File: src/wb_pkg.sv
//************************************************************
// Shared widths, enums and bus structs for the
// writeback stage of the vector core
//************************************************************

package wb_pkg;

	// Core geometry
	localparam int NUM_LANES = 4;
	localparam int NUM_THREADS = 4;
	// One 32-bit word per lane in a line
	localparam int LINE_BYTES = NUM_LANES * 4;
	localparam int NUM_REGS = 32;
	// Writes to this register redirect the thread
	localparam int REG_PC = 31;

	// Datapath widths
	typedef logic [31:0] scalar_t;
	typedef scalar_t [NUM_LANES-1:0] vector_t;
	typedef logic [NUM_LANES-1:0] lane_mask_t;
	typedef logic [$clog2(NUM_THREADS)-1:0] thread_idx_t;
	typedef logic [NUM_THREADS-1:0] thread_bitmap_t;
	typedef logic [$clog2(NUM_REGS)-1:0] reg_idx_t;
	typedef logic [1:0] subcycle_t;
	typedef logic [LINE_BYTES*8-1:0] line_data_t;
	typedef logic [LINE_BYTES-1:0] byte_mask_t;
	typedef logic [$clog2(LINE_BYTES)-1:0] line_offset_t;

	// Load access types, X variants sign extend
	typedef enum logic [2:0] {
		MEM_B,
		MEM_BX,
		MEM_S,
		MEM_SX,
		MEM_L,
		MEM_BLOCK
	} mem_op_t;

	// Source pipeline of a rollback
	typedef enum logic [1:0] {
		PIPE_SCYCLE,
		PIPE_MCYCLE,
		PIPE_MEM
	} pipeline_sel_t;

	typedef enum logic [1:0] {
		FR_NONE,
		FR_ILLEGAL,
		FR_ACCESS
	} fault_reason_t;

	// Decoded instruction fields that reach writeback
	typedef struct packed {
		scalar_t pc;
		logic has_dest;
		reg_idx_t dest_reg;
		logic dest_is_vector;
		logic is_compare;
		logic is_call;
		logic illegal;
		logic is_load;
		mem_op_t mem_op;
		subcycle_t last_subcycle;
	} instr_info_t;

	// Retire bundle of the integer and floating point pipelines
	typedef struct packed {
		logic valid;
		instr_info_t info;
		thread_idx_t thread;
		subcycle_t subcycle;
		lane_mask_t mask;
		vector_t result;
	} exec_result_t;

	// Retire bundle of the memory pipeline
	typedef struct packed {
		logic valid;
		instr_info_t info;
		thread_idx_t thread;
		subcycle_t subcycle;
		lane_mask_t lane_mask;
		line_offset_t offset;
		scalar_t addr;
		line_data_t load_data;
		logic rollback_en;
		scalar_t rollback_pc;
		logic suspend;
		logic access_fault;
	} mem_result_t;

	typedef struct packed {
		logic en;
		thread_idx_t thread;
		scalar_t pc;
		pipeline_sel_t pipeline;
		subcycle_t subcycle;
	} rollback_t;

	typedef struct packed {
		logic en;
		fault_reason_t reason;
		scalar_t pc;
		thread_idx_t thread;
		scalar_t access_addr;
	} fault_t;

	// Register file write port
	typedef struct packed {
		logic en;
		thread_idx_t thread;
		logic is_vector;
		vector_t value;
		lane_mask_t mask;
		reg_idx_t dest_reg;
		logic is_last_subcycle;
	} writeback_t;

endpackage

File: src/load_aligner.sv
//************************************************************
// Memory load path: store bypass merge, lane select,
// byte/halfword/word alignment and block endian swap
//************************************************************

`timescale 1ns/1ps

module load_aligner(
	input wb_pkg::mem_result_t dd,
	input wb_pkg::byte_mask_t sq_bypass_mask,
	input wb_pkg::line_data_t sq_bypass_data,
	output wb_pkg::scalar_t load_word,
	output wb_pkg::scalar_t scalar_load,
	output wb_pkg::vector_t block_load
);

	wb_pkg::line_data_t merged_line;
	wb_pkg::vector_t merged_words;
	logic [$clog2(wb_pkg::NUM_LANES)-1:0] word_off;
	wb_pkg::scalar_t lane_word;
	logic [7:0] byte_aligned;
	logic [15:0] half_aligned;

	// Store queue bytes not yet in the cache win over the line
	genvar b;
	generate
		for (b = 0; b < wb_pkg::LINE_BYTES; b++)
		begin : bypass_gen
			assign merged_line[b*8 +: 8] = sq_bypass_mask[b]
				? sq_bypass_data[b*8 +: 8] : dd.load_data[b*8 +: 8];
		end
	endgenerate

	// View the line as one word per lane
	assign merged_words = merged_line;

	// Lowest address sits in the top word of the line
	assign word_off = dd.offset[$bits(wb_pkg::line_offset_t)-1:2];
	assign lane_word = merged_words[wb_pkg::NUM_LANES - 1 - word_off];

	// Big endian in memory, so offset 0 is the top byte
	always_comb
	begin
		case (dd.offset[1:0])
			2'd0: byte_aligned = lane_word[31:24];
			2'd1: byte_aligned = lane_word[23:16];
			2'd2: byte_aligned = lane_word[15:8];
			default: byte_aligned = lane_word[7:0];
		endcase
	end

	// Halfword, bytes swapped into register order
	always_comb
	begin
		if (dd.offset[1])
			half_aligned = {lane_word[7:0], lane_word[15:8]};
		else
			half_aligned = {lane_word[23:16], lane_word[31:24]};
	end

	// Every word of the line byte reversed for block loads
	genvar w;
	generate
		for (w = 0; w < wb_pkg::NUM_LANES; w++)
		begin : swap_gen
			assign block_load[w] = {merged_words[w][7:0], merged_words[w][15:8],
				merged_words[w][23:16], merged_words[w][31:24]};
		end
	endgenerate

	// Full word load is the swapped copy of the selected lane
	assign load_word = block_load[wb_pkg::NUM_LANES - 1 - word_off];

	// Zero or sign extension by access type
	always_comb
	begin
		case (dd.info.mem_op)
			wb_pkg::MEM_B: scalar_load = {24'b0, byte_aligned};
			wb_pkg::MEM_BX: scalar_load = {{24{byte_aligned[7]}}, byte_aligned};
			wb_pkg::MEM_S: scalar_load = {16'b0, half_aligned};
			wb_pkg::MEM_SX: scalar_load = {{16{half_aligned[15]}}, half_aligned};
			default: scalar_load = load_word;
		endcase
	end

endmodule

File: src/rollback_arbiter.sv
//************************************************************
// Prioritized rollback and fault select for the retiring
// instruction, plus the memory thread suspend one-hot
//************************************************************

`timescale 1ns/1ps

module rollback_arbiter(
	input wb_pkg::exec_result_t ix,
	input logic ix_rollback_en,
	input wb_pkg::scalar_t ix_rollback_pc,
	input wb_pkg::mem_result_t dd,
	input logic sq_rollback_en,
	input wb_pkg::scalar_t fault_handler,
	input wb_pkg::scalar_t load_word,
	output wb_pkg::rollback_t rollback,
	output wb_pkg::fault_t fault,
	output wb_pkg::thread_bitmap_t suspend_thread_oh
);

	logic ix_pc_write;
	logic dd_pc_load;

	// Scalar write to the PC register from the integer pipe
	assign ix_pc_write = ix.valid && ix.info.has_dest && !ix.info.dest_is_vector
		&& ix.info.dest_reg == wb_pkg::reg_idx_t'(wb_pkg::REG_PC);

	// Load into PC unless the access missed and replays as a memory rollback
	assign dd_pc_load = dd.valid && dd.info.is_load && dd.info.has_dest
		&& !dd.info.dest_is_vector && !dd.rollback_en
		&& dd.info.dest_reg == wb_pkg::reg_idx_t'(wb_pkg::REG_PC);

	// Only one rollback leaves the stage per cycle
	always_comb
	begin
		rollback = '0;
		rollback.pipeline = wb_pkg::PIPE_SCYCLE;
		fault = '0;
		fault.reason = wb_pkg::FR_NONE;

		if (ix.valid && ix.info.illegal)
		begin
			// Illegal instruction traps to the handler
			rollback.en = 1'b1;
			rollback.thread = ix.thread;
			rollback.pc = fault_handler;
			fault.en = 1'b1;
			fault.reason = wb_pkg::FR_ILLEGAL;
			fault.pc = ix.info.pc;
			fault.thread = ix.thread;
		end
		else if (dd.valid && dd.access_fault)
		begin
			// Bad address reported to the handler
			rollback.en = 1'b1;
			rollback.thread = dd.thread;
			rollback.pc = fault_handler;
			rollback.pipeline = wb_pkg::PIPE_MEM;
			fault.en = 1'b1;
			fault.reason = wb_pkg::FR_ACCESS;
			fault.pc = dd.info.pc;
			fault.thread = dd.thread;
			fault.access_addr = dd.addr;
		end
		else if (ix_pc_write)
		begin
			rollback.en = 1'b1;
			rollback.thread = ix.thread;
			rollback.pc = ix.result[0];
		end
		else if (dd_pc_load)
		begin
			rollback.en = 1'b1;
			rollback.thread = dd.thread;
			rollback.pc = load_word;
			rollback.pipeline = wb_pkg::PIPE_MEM;
		end
		else if (ix.valid && ix_rollback_en)
		begin
			// Taken branch
			rollback.en = 1'b1;
			rollback.thread = ix.thread;
			rollback.pc = ix_rollback_pc;
			rollback.subcycle = ix.subcycle;
		end
		else if (dd.valid && (dd.rollback_en || sq_rollback_en))
		begin
			// Cache miss or full store queue replays the access
			rollback.en = 1'b1;
			rollback.thread = dd.thread;
			rollback.pc = dd.rollback_pc;
			rollback.pipeline = wb_pkg::PIPE_MEM;
			rollback.subcycle = dd.subcycle;
		end
	end

	// Park the memory thread until its miss or store drains
	assign suspend_thread_oh = (dd.suspend || sq_rollback_en)
		? wb_pkg::thread_bitmap_t'(1) << dd.thread : '0;

	// Store queue only rolls back an instruction that is retiring
	always_comb
	begin
		assert final (!sq_rollback_en || dd.valid)
		else $error("sq_rollback_en without dd.valid");
	end

endmodule

File: src/writeback_select.sv
//************************************************************
// Registered register file write from the one retiring
// pipeline, with compare packing and load formatting
//************************************************************

`timescale 1ns/1ps

module writeback_select(
	input clk,
	input reset,
	input wb_pkg::exec_result_t ix,
	input wb_pkg::exec_result_t fx,
	input wb_pkg::mem_result_t dd,
	input wb_pkg::scalar_t scalar_load,
	input wb_pkg::vector_t block_load,
	input logic rollback_en,
	output wb_pkg::writeback_t wb
);

	wb_pkg::writeback_t wb_next;
	wb_pkg::writeback_t wb_hold;
	logic wb_en;

	// Bit 0 of every lane, gathered into lane 0
	function automatic wb_pkg::vector_t pack_compare(input wb_pkg::vector_t result);
		wb_pkg::lane_mask_t bits;

		for (int i = 0; i < wb_pkg::NUM_LANES; i++)
			bits[i] = result[i][0];
		return wb_pkg::vector_t'(bits);
	endfunction

	always_comb
	begin
		// Payload holds unless a pipeline retires
		wb_next = wb_hold;
		wb_next.en = 1'b0;

		if (ix.valid)
		begin
			// A call writes its link register even while it rolls back
			wb_next.en = ix.info.is_call || (ix.info.has_dest && !rollback_en);
			wb_next.thread = ix.thread;
			wb_next.is_vector = ix.info.dest_is_vector;
			wb_next.value = ix.info.is_compare ? pack_compare(ix.result) : ix.result;
			wb_next.mask = ix.mask;
			wb_next.dest_reg = ix.info.dest_reg;
			wb_next.is_last_subcycle = ix.subcycle == ix.info.last_subcycle;
		end
		else if (fx.valid)
		begin
			wb_next.en = fx.info.has_dest && !rollback_en;
			wb_next.thread = fx.thread;
			wb_next.is_vector = fx.info.dest_is_vector;
			wb_next.value = fx.info.is_compare ? pack_compare(fx.result) : fx.result;
			wb_next.mask = fx.mask;
			wb_next.dest_reg = fx.info.dest_reg;
			wb_next.is_last_subcycle = fx.subcycle == fx.info.last_subcycle;
		end
		else if (dd.valid)
		begin
			wb_next.en = dd.info.has_dest && !rollback_en;
			wb_next.thread = dd.thread;
			wb_next.is_vector = dd.info.dest_is_vector;
			wb_next.dest_reg = dd.info.dest_reg;
			wb_next.is_last_subcycle = dd.subcycle == dd.info.last_subcycle;
			if (dd.info.is_load)
			begin
				if (dd.info.mem_op == wb_pkg::MEM_BLOCK)
				begin
					// Block load fills the enabled lanes
					wb_next.value = block_load;
					wb_next.mask = dd.lane_mask;
				end
				else
				begin
					// Scalar load lands in lane 0
					wb_next.value = wb_pkg::vector_t'(scalar_load);
					wb_next.mask = '1;
				end
			end
		end
	end

	// Write enable
	always_ff @(posedge clk, posedge reset)
	begin
		if (reset)
			wb_en <= 1'b0;
		else
			wb_en <= wb_next.en;
	end

	// Data fields
	always_ff @(posedge clk)
	begin
		wb_hold <= wb_next;
	end

	always_comb
	begin
		wb = wb_hold;
		wb.en = wb_en;
	end

	// Environment retires one instruction per cycle at most
	assert property (@(posedge clk) disable iff (reset)
		$onehot0({ix.valid, fx.valid, dd.valid}));

	// A load always targets a register
	assert property (@(posedge clk) disable iff (reset)
		dd.valid && dd.info.is_load |-> dd.info.has_dest);

endmodule

File: src/writeback_stage.sv
//************************************************************
// Writeback stage top: load alignment, rollback select
// and the registered register file write
//************************************************************

`timescale 1ns/1ps

module writeback_stage(
	input clk,
	input reset,
	input wb_pkg::exec_result_t ix,
	input logic ix_rollback_en,
	input wb_pkg::scalar_t ix_rollback_pc,
	input wb_pkg::exec_result_t fx,
	input wb_pkg::mem_result_t dd,
	input wb_pkg::byte_mask_t sq_bypass_mask,
	input wb_pkg::line_data_t sq_bypass_data,
	input logic sq_rollback_en,
	input wb_pkg::scalar_t fault_handler,
	output wb_pkg::rollback_t rollback,
	output wb_pkg::fault_t fault,
	output wb_pkg::thread_bitmap_t suspend_thread_oh,
	output wb_pkg::writeback_t wb
);

	// Aligned load results
	wb_pkg::scalar_t load_word;
	wb_pkg::scalar_t scalar_load;
	wb_pkg::vector_t block_load;

	load_aligner u_load_aligner(
		.dd(dd),
		.sq_bypass_mask(sq_bypass_mask),
		.sq_bypass_data(sq_bypass_data),
		.load_word(load_word),
		.scalar_load(scalar_load),
		.block_load(block_load)
	);

	// Same cycle rollback, fault and suspend
	rollback_arbiter u_rollback_arbiter(
		.ix(ix),
		.ix_rollback_en(ix_rollback_en),
		.ix_rollback_pc(ix_rollback_pc),
		.dd(dd),
		.sq_rollback_en(sq_rollback_en),
		.fault_handler(fault_handler),
		.load_word(load_word),
		.rollback(rollback),
		.fault(fault),
		.suspend_thread_oh(suspend_thread_oh)
	);

	// Register write one cycle after retire
	writeback_select u_writeback_select(
		.clk(clk),
		.reset(reset),
		.ix(ix),
		.fx(fx),
		.dd(dd),
		.scalar_load(scalar_load),
		.block_load(block_load),
		.rollback_en(rollback.en),
		.wb(wb)
	);

endmodule
File: config.mk
export PLATFORM = sky130hd
export DESIGN_NAME = writeback_stage
export DESIGN_NICKNAME = d
export VERILOG_FILES = /design/src/wb_pkg.sv /design/src/load_aligner.sv /design/src/rollback_arbiter.sv /design/src/writeback_select.sv /design/src/writeback_stage.sv
export SDC_FILE = /design/constraint.sdc
export NUM_CORES = 1
export LEC_CHECK = 0
export BUFFER_PORTS_ARGS = -buffer_cell sky130_fd_sc_hd__buf_2
export CAP_MARGIN = 20
export CORE_AREA = 8 8 422 424
export CTS_BUF_LIST = sky130_fd_sc_hd__clkbuf_4 sky130_fd_sc_hd__clkbuf_8
export CTS_CLUSTER_DIAMETER = 30
export DETAILED_ROUTE_END_ITERATION = 8
export DIE_AREA = 0 0 430 432
export REMOVE_ABC_BUFFERS = 1
export SETUP_SLACK_MARGIN = 0.5
export SLEW_MARGIN = 20
export SYNTH_ARGS = -nofsm -noshare
export SYNTH_HDL_FRONTEND = slang
export SYNTH_SLANG_ARGS = --single-unit
File: constraint.sdc
create_clock -name clk -period 5.8 [get_ports clk]
set_clock_uncertainty 0.05 [all_clocks]
set_input_delay 0.87 -clock clk [delete_from_list [all_inputs] [get_ports clk]]
set_output_delay 0.87 -clock clk [all_outputs]
set_load 0.02 [all_outputs]
Word-level counts from Yosys, hierarchy flattened
Cells that the tools add are included.
- bits in registers: 142
- input port bits: 838
- output and inout bits: 254
- logic and storage cells: 102
- $add $sub $neg: 1
- order comparisons: 1
- equal/unequal tests: 11
- shifts and indexed selects: 1
- multiplexer cells: 51
- reductions and logical operators: 27
- operators with widths (kind ; count):
    $mux 142 ; 3
    $mux 132 ; 2
    $mux 128 ; 2
    $mux 39 ; 6
    $bmux 32 s2 ; 2
    $mux 8 ; 16
    $pmux 32 s4 ; 1
    $mux 37 ; 3
    $mux 35 ; 3
    $mux 32 ; 3
    $mux 69 ; 1
    $lt 32x3->1 const B ; 1
    $pmux 8 s3 ; 1
    $mux 16 ; 1
    $logic_and 1x1->1 ; 15
    $mux 4 ; 3
    $eq 5x5->1 const B ; 2
    $mux 2 ; 4
    $eq 2x2->1 ; 3
    $eq 3x2->1 const B ; 2
    $reduce_bool 3->1 ; 2
    $logic_not 1->1 ; 4
    $shl 1x2->4 const A ; 1
    $eq 3x1->1 const B ; 1
    other kinds (8) ; 10

Longest topological paths before layout
Gate-level depths: netlist (run 1).
- depth in word-level cells: 19
- gate-level depth with buffers: 9

By module
From an unflattened synthesis (run 1), not the netlist that was laid out.
- cell total of the unflattened synthesis: 1522
- area, all modules: 13604.3 sq um
- by module, submodules not included (module ; times used ; cells an instance ; area an instance (sq um) ; sequential area each (sq um)):
    writeback_select ; 1 ; 812 ; 8206.6 ; 4259.1
    load_aligner ; 1 ; 373 ; 3271.9 ; 0.0
    rollback_arbiter ; 1 ; 337 ; 2125.8 ; 0.0

Least setup slack after synthesis (run 1)
OpenSTA, ideal clock, no wires.
- kind: input to register
- start point: in fx[184] (netlist bit)
- end point: reg u_writeback_select.wb_hold (netlist bit u_writeback_select.wb[100]) (enable)
- library setup time: 491 ps
- arrival: 4035 ps
- required time: 5259 ps
- slack: 1225 ps
- cell stages on the path: 3
- buffers on the path: 2
- path through: buf_2 -> clkbuf_1 -> a211o_1
- cells in the longest elaborated chain, start to end: 2
- RTL lines (what ; line ; text):
    start, declared ; writeback_stage.sv:14 ; input wb_pkg::exec_result_t fx,
    $reduce_bool 3->1 (no line) ; - ;
    $reduce_and 2->1 (no line) * ; - ;
    end signal, assigned ; writeback_select.sv:97 ; wb_hold <= wb_next;
    end, declared ; writeback_select.sv:21 ; wb_pkg::writeback_t wb_hold;
Mark *: on every way between the ends. The rest lies on a longest branch, timed or not.
A chain may end at the register's enable or synchronous reset.

==> results.sh, run 1 <==
export IMPL_port_buffers=1045
export IMPL_synthAdderAreaFrac=0
export IMPL_crit_start="ix[184]"
export IMPL_ant_nets=0
export IMPL_dr_total_vias=17900
export IMPL_die_x_um=430
export IMPL_synthTopCellsByArea="edfxtp_1, mux2i_1, a22o_1"
export IMPL_pwr_density_cell_mw_per_mm2=194
export IMPL_status="complete, no violations"
export IMPL_fmax_mhz=222
export IMPL_antenna_found_initial=205
export IMPL_grt_total_usage=0.173
export IMPL_dieArea_mm2=0.186
export IMPL_wl_per_cell_um=36.8
export IMPL_via_per_inst=3.85
export IMPL_async_reset_ff_frac=0.00704
export IMPL_total_power_mw=4.03
export IMPL_synth_xor_xnor_area_share=0.00427
export IMPL_grt_pass1_wl_um=205000
export IMPL_drc_errors=0
export IMPL_area_growth_pct=69.2
export IMPL_required_ns=4.88
export IMPL_drv_cap=0
export IMPL_drt_pass1_iterations=6
export IMPL_netlist_area_mm2=0.0123
export IMPL_hold_viol_final=0
export IMPL_muxShareOfSynthArea=0.168
export IMPL_dpl_cell_count=4497
export IMPL_endpoint_kind="output port"
export IMPL_synthSimpleGateAreaFrac=0.128
export IMPL_rsz0062_at_grt="false"
export IMPL_syn_inst=1308
export IMPL_gp_congestion=1.04
export IMPL_setup_tns_ns=0
export IMPL_crit_fanout=19
export IMPL_cts_buffer_depth=2
export IMPL_core_rowCount=152
export IMPL_slew_headroom=0.181
export IMPL_synth_edff_count=141
export IMPL_drive_above_1_share=0.526
export IMPL_path_clk_slew_ns=0.13
export IMPL_nets=3122
export IMPL_synthFlopType="edfxtp_1"
export IMPL_finalCritPeriodShare=0.778
export IMPL_cts_tree="done"
export IMPL_grt_max_degree=77
export IMPL_hp_class="primary input to flop"
export IMPL_critPathKind="primary input to output port"
export IMPL_overflow=0
export IMPL_drv_slew=0
export IMPL_ir_worst_vdd_mv=0.119
export IMPL_grt_pass1_vias=17000
export IMPL_first_iter_violations=2155
export IMPL_h_tree_depth=4
export IMPL_yosysTopAreaCell="edfxtp_1"
export IMPL_synth_ff_latch_count=142
export IMPL_holdWs_ns=0.456
export IMPL_avgSynthCellArea_um2=9.42
export IMPL_finalInstanceArea_mm2=0.0208
export IMPL_placed_area_mm2=0.0201
export IMPL_place_detailed_hpwl_um=152000
export IMPL_synth_top_area_share=0.344
export IMPL_yosysMostFrequentCell="nand2_1"
export IMPL_synth_common_cells="nand2_1, edfxtp_1, a22o_1"
export IMPL_drt_total_wl_um=171000
export IMPL_cts_root_buf="clkbuf_8"
export IMPL_cp_start_kind="primary input"
export IMPL_finalNonFillerCells=4648
export IMPL_synth_top_family_by_area="compound AO/OA/AOI/OAI gates"
export IMPL_ys_seq_area_frac=0.346
export IMPL_cp_arrival_ns=3.59
export IMPL_synth_warnings=0
export IMPL_p_leak_nw=9.14
export IMPL_holdCritStartpoint="ix[93]"
export IMPL_start_util=0.0720
export IMPL_period_needed_ns=4.51
export IMPL_setup_violations_final=0
export IMPL_cts_sinks=142
export IMPL_ys_types=63
export IMPL_die_h_um=432
export IMPL_cts_buffers=17
export IMPL_synth_compound_area_frac=0.289
export IMPL_worst_pin_slew_ns=1.19
export IMPL_core_mm2=0.171
export IMPL_io_pins=1092
-- path summary, 6_finish.rpt --
path	depth (start not counted)	to	slack, ns
max in group asynchronous	3	u_writeback_select.wb_en	4.95
worst max-delay path	8	rollback[34]	1.29
min in group asynchronous	3	u_writeback_select.wb_en	0.60
worst min-delay path	2	u_writeback_select.wb[103]	0.46
-- report_power, final --
group / internal (mW) / switching (mW)
sequential: 1.26 / 0.0395
combinational: 0.565 / 1.18
clock: 0.353 / 0.633
-- registers in the layout (all words and copies together) (netlist names) --
name,flops
u_writeback_select.wb_en,1
u_writeback_select.wb,141
-- what timing repair did --
action	CTS	global route
setup buffers	0	0
hold buffers	1	0
resized for setup	0	0
endpoints found under the hold margin	1	0
-- through the flow --
step / utilization / setup WS [ns]
2_1_floorplan: - / -2.28
3_3_place_gp: 0.118 / 1.42
3_5_place_dp: 0.118 / 1.40
4_1_cts: 0.120 / 1.39
5_1_grt: 0.121 / 1.27
6_report: 0.122 / 1.29
-- kinds of logic after synthesis --
family,count (synthesis)
AOI/OAI and AO/OA,483
and+or+nand+nor,359
muxes,166
buffers and inverters,151
DFF,142
xor gates and xnor gates,6
other,1
-- area by class of cell --
| cell class | instances | area [um2] |
|---|---|---|
| Multi-Input combinational cell | 1015 | 7340 |
| Tap cell | 2233 | 2790 |
| Inverter | 10 | 42.5 |
| Clock buffer | 17 | 234 |
| Antenna cell | 118 | 295 |
| Fill cell | 19800 | 150000 |
| Timing Repair Buffer | 1098 | 5720 |
| Clock inverter | 15 | 149 |
| Sequential cell | 142 | 4260 |
-- metal layers --
metal  global-route usage  up-vias  wire (um)
li1                     -     7195          -
met1                0.188     8774      60400
met2                0.281     1474      80400
met3               0.0680      364      17900
met4                0.112       68      11800
met5                    0        -        430
-- cell usage in the layout, fill, tap and decap left out, types with 7 or more instances in the layout --
cell      Yosys  final
diode_2       0    118
mux2i_1     128    128
o221ai_1     25     25
nand3_1      13     12
o21ai_0     118    115
mux4_2       31     31
a31oi_2      10     10
clkbuf_8      5     17
a211o_1      33     32
a31oi_1      40     40
buf_12        0      7
edfxtp_1    141    141
a22o_1      129    129
nor2_1       78     75
a21oi_1      39     38
and2_1       38     37
a22oi_1      11     11
a221oi_1     32     32
nor3_1       13     13
nand2_1     187    186
inv_1         8      7
a21oi_2       8      8
inv_6         0      7
buf_2        25   1044
buf_4        14     46
o22ai_1       7      7
-- worst max-delay path, cell delays in order --
cell and delay (ns):
buf_2 0.23, and2_2 0.25, nor2b_4 0.75, buf_4 0.34
a221oi_1 0.09, a211o_1 0.25, a31oi_1 0.44, buf_2 0.27
(Power assumes the default switching activity.)
==> run 2: changes to the inputs <==
--- a/config.mk
+++ b/config.mk
@@ -5,13 +5,14 @@
 export SDC_FILE = /design/constraint.sdc
 export NUM_CORES = 1
 export LEC_CHECK = 0
+export ABC_AREA = 1
 export BUFFER_PORTS_ARGS = -buffer_cell sky130_fd_sc_hd__buf_2
 export CAP_MARGIN = 20
-export CORE_AREA = 8 8 422 424
+export CORE_AREA = 8 8 418 420
 export CTS_BUF_LIST = sky130_fd_sc_hd__clkbuf_4 sky130_fd_sc_hd__clkbuf_8
 export CTS_CLUSTER_DIAMETER = 30
 export DETAILED_ROUTE_END_ITERATION = 8
-export DIE_AREA = 0 0 430 432
+export DIE_AREA = 0 0 426 428
 export REMOVE_ABC_BUFFERS = 1
 export SETUP_SLACK_MARGIN = 0.5
 export SLEW_MARGIN = 20
==> constraint.sdc (replaced) <==
create_clock -name clk -period 3.8 [get_ports clk]
set_clock_uncertainty 0.05 [all_clocks]
set_input_delay 0.57 -clock clk [delete_from_list [all_inputs] [get_ports clk]]
set_output_delay 0.57 -clock clk [all_outputs]
set_load 0.02 [all_outputs]
==> run 2 against run 1 <==
Against the previous run:
- clock power increased by 42%
- die area shrank 1.8%
- global-route usage is 1.5 points higher
- worst hold slack lost 0.29 ns
- sequential cell count did not move
- cell count rose by 13%
- total power rose by 57%
- synthesized cell count grew 45%
- first-iteration DRC count is 14% higher
- critical endpoint is now rollback[10]
==> results.sh, run 2 <==
export IMPL_status="complete, no violations"
export IMPL_path_clk_slew_ns=0.12
export IMPL_p_int_mw=3.34
export IMPL_core_mm2=0.168
export IMPL_multi_input_area_mm2=0.00769
export IMPL_yosysTopAreaCell="edfxtp_1"
export IMPL_synth_warnings=0
export IMPL_cp_start_kind="primary input"
export IMPL_place_ws_ns=0.0588
export IMPL_hold_viol_final=0
export IMPL_drv_slew=0
export IMPL_total_power_mw=6.31
export IMPL_placed_area_mm2=0.0214
export IMPL_finalInstanceArea_mm2=0.0221
export IMPL_finalCritPeriodShare=0.872
export IMPL_async_reset_ff_frac=0.00704
export IMPL_via_per_inst=3.88
export IMPL_ir_worst_vdd_mv=0.272
export IMPL_seqPwrFrac=0.317
export IMPL_synth_edff_count=141
export IMPL_slew_headroom=0.407
export IMPL_holdCritStartpoint="ix[41]"
export IMPL_fmax_mhz=302
export IMPL_largest_reg_flops=141
export IMPL_cts_buffers=17
export IMPL_port_buffers=1045
export IMPL_endpoint_kind="output port"
export IMPL_overflow=0
export IMPL_synth_common_cells="nand2_1, o21ai_0, nand3_1"
export IMPL_crit_fanout=31
export IMPL_io_pins=1092
export IMPL_required_ns=3.18
export IMPL_synth_ff_latch_count=142
export IMPL_ys_types=46
export IMPL_place_detailed_hpwl_um=160000
export IMPL_syn_inst=1899
export IMPL_cts_sinks=142
export IMPL_drt_pass1_iterations=7
export IMPL_netlist_area_mm2=0.0128
export IMPL_critPathKind="primary input to output port"
export IMPL_grt_max_degree=66
export IMPL_worst_slack_ns=0.486
export IMPL_grt_pass1_wl_um=221000
export IMPL_first_iter_violations=2448
export IMPL_power_switching_mw=2.97
export IMPL_start_util=0.0761
export IMPL_cts_buffer_depth=2
export IMPL_worst_pin_slew_ns=0.889
export IMPL_pwr_share_clk=0.222
export IMPL_die_x_um=426
export IMPL_rsz0062_at_grt="true"
export IMPL_dr_total_vias=20400
export IMPL_drt_total_wl_um=181000
export IMPL_gp_congestion=1.00
export IMPL_dpl_cell_count=5129
export IMPL_avgSynthCellArea_um2=6.74
export IMPL_regArea_mm2=0.00426
export IMPL_hp_class="primary input to flop"
export IMPL_cp_arrival_ns=2.69
export IMPL_cts_root_buf="clkbuf_8"
export IMPL_synthTopCellsByArea="edfxtp_1, nand2_1, o21ai_0"
export IMPL_area_growth_pct=72.6
export IMPL_drc_errors=0
export IMPL_nets=3770
export IMPL_period_needed_ns=3.31
export IMPL_wl_per_cell_um=34.5
export IMPL_core_rowCount=151
export IMPL_ant_nets=0
export IMPL_antenna_found_initial=118
export IMPL_ys_seq_area_frac=0.333
export IMPL_pwr_density_cell_mw_per_mm2=286
export IMPL_h_tree_depth=4
export IMPL_synthFlopType="edfxtp_1"
export IMPL_drive_above_1_share=0.433
export IMPL_layout_commonest_cell="buf_2"
export IMPL_crit_start="dd[198]"
export IMPL_fill_cells=19800
export IMPL_p_leak_nw=10.5
export IMPL_yosysMostFrequentCell="nand2_1"
export IMPL_synth_top_area_share=0.331
export IMPL_die_h_um=428
export IMPL_setup_violations_final=0
export IMPL_cts_tree="done"
export IMPL_dieArea_mm2=0.182
export IMPL_power_frac_comb=0.461
export IMPL_finalNonFillerCells=5248
export IMPL_switching_share=0.470
export IMPL_final_cell_mix="buf_2, nand2_1, o21ai_0, edfxtp_1, nand3_1"
export IMPL_grt_pass1_vias=19900
export IMPL_grt_total_usage=0.188
export IMPL_drv_cap=0
[run 2: final timing paths]
kind,endpoint,cells after the start
min in group asynchronous,u_writeback_select.wb_en,3
worst min-delay path,u_writeback_select.wb[51],3
max in group asynchronous,u_writeback_select.wb_en,3
worst max-delay path,rollback[10],8
[run 2: worst max-delay path: stages]
cell	delay [ns]
buf_2	0.11
buf_4	0.53
o21ai_0	0.20
o22ai_1	0.38
nand2_1	0.19
a31oi_2	0.34
buf_4	0.18
buf_12	0.11
[run 2: cell type report]
class,count,share of cell area
Clock inverter,13,0.00527
Clock buffer,19,0.0113
Tap cell,2218,0.126
Inverter,67,0.0125
Sequential cell,142,0.193
Timing Repair Buffer,1158,0.295
Multi-Input combinational cell,1546,0.348
Antenna cell,85,0.00963
[run 2: per-layer routing]
layer | wire length [um] | track usage
met1 | 62100 | 0.196
met5 | 233 | 0
met2 | 91700 | 0.338
met4 | 9500 | 0.0868
met3 | 17600 | 0.0664
[run 2: power by group through the flow]
stage,registers [mW],logic [mW],clock network [mW]
2_1_floorplan,2.23,0.791,0
3_3_place_gp,2.03,2.94,0
3_5_place_dp,2.04,2.94,0
4_1_cts,2.01,2.96,1.50
5_1_grt,2.02,3.06,1.53
6_report,2.00,2.91,1.40
[run 2: logic make-up after synthesis]
kind of cell / after synthesis / synth area share
compound gates: 456 / 0.228
xor+xnor: 6 / 0.00411
buf+inv: 211 / 0.0736
flops: 142 / 0.333
mux: 21 / 0.0164
other cells: 1 / 0.000293
simple gates: 1062 / 0.345
[run 2: through the flow]
stage	util	hold WS, ns	setup TNS [ns]
floorplan	-	0.249	-237.17
global placement	0.127	0.361	0
detailed placement	0.127	0.361	0
CTS	0.130	0.0519	0
global route	0.131	0.0896	0
finish	0.131	0.169	0
[run 2: timing repair]
action	CTS	global route
gates cloned	0	0
hold endpoints to repair	1	0
setup endpoints to repair	14	7
pin swaps	0	0
hold buffers	1	0
resized for setup	12	11
setup buffers	1	0
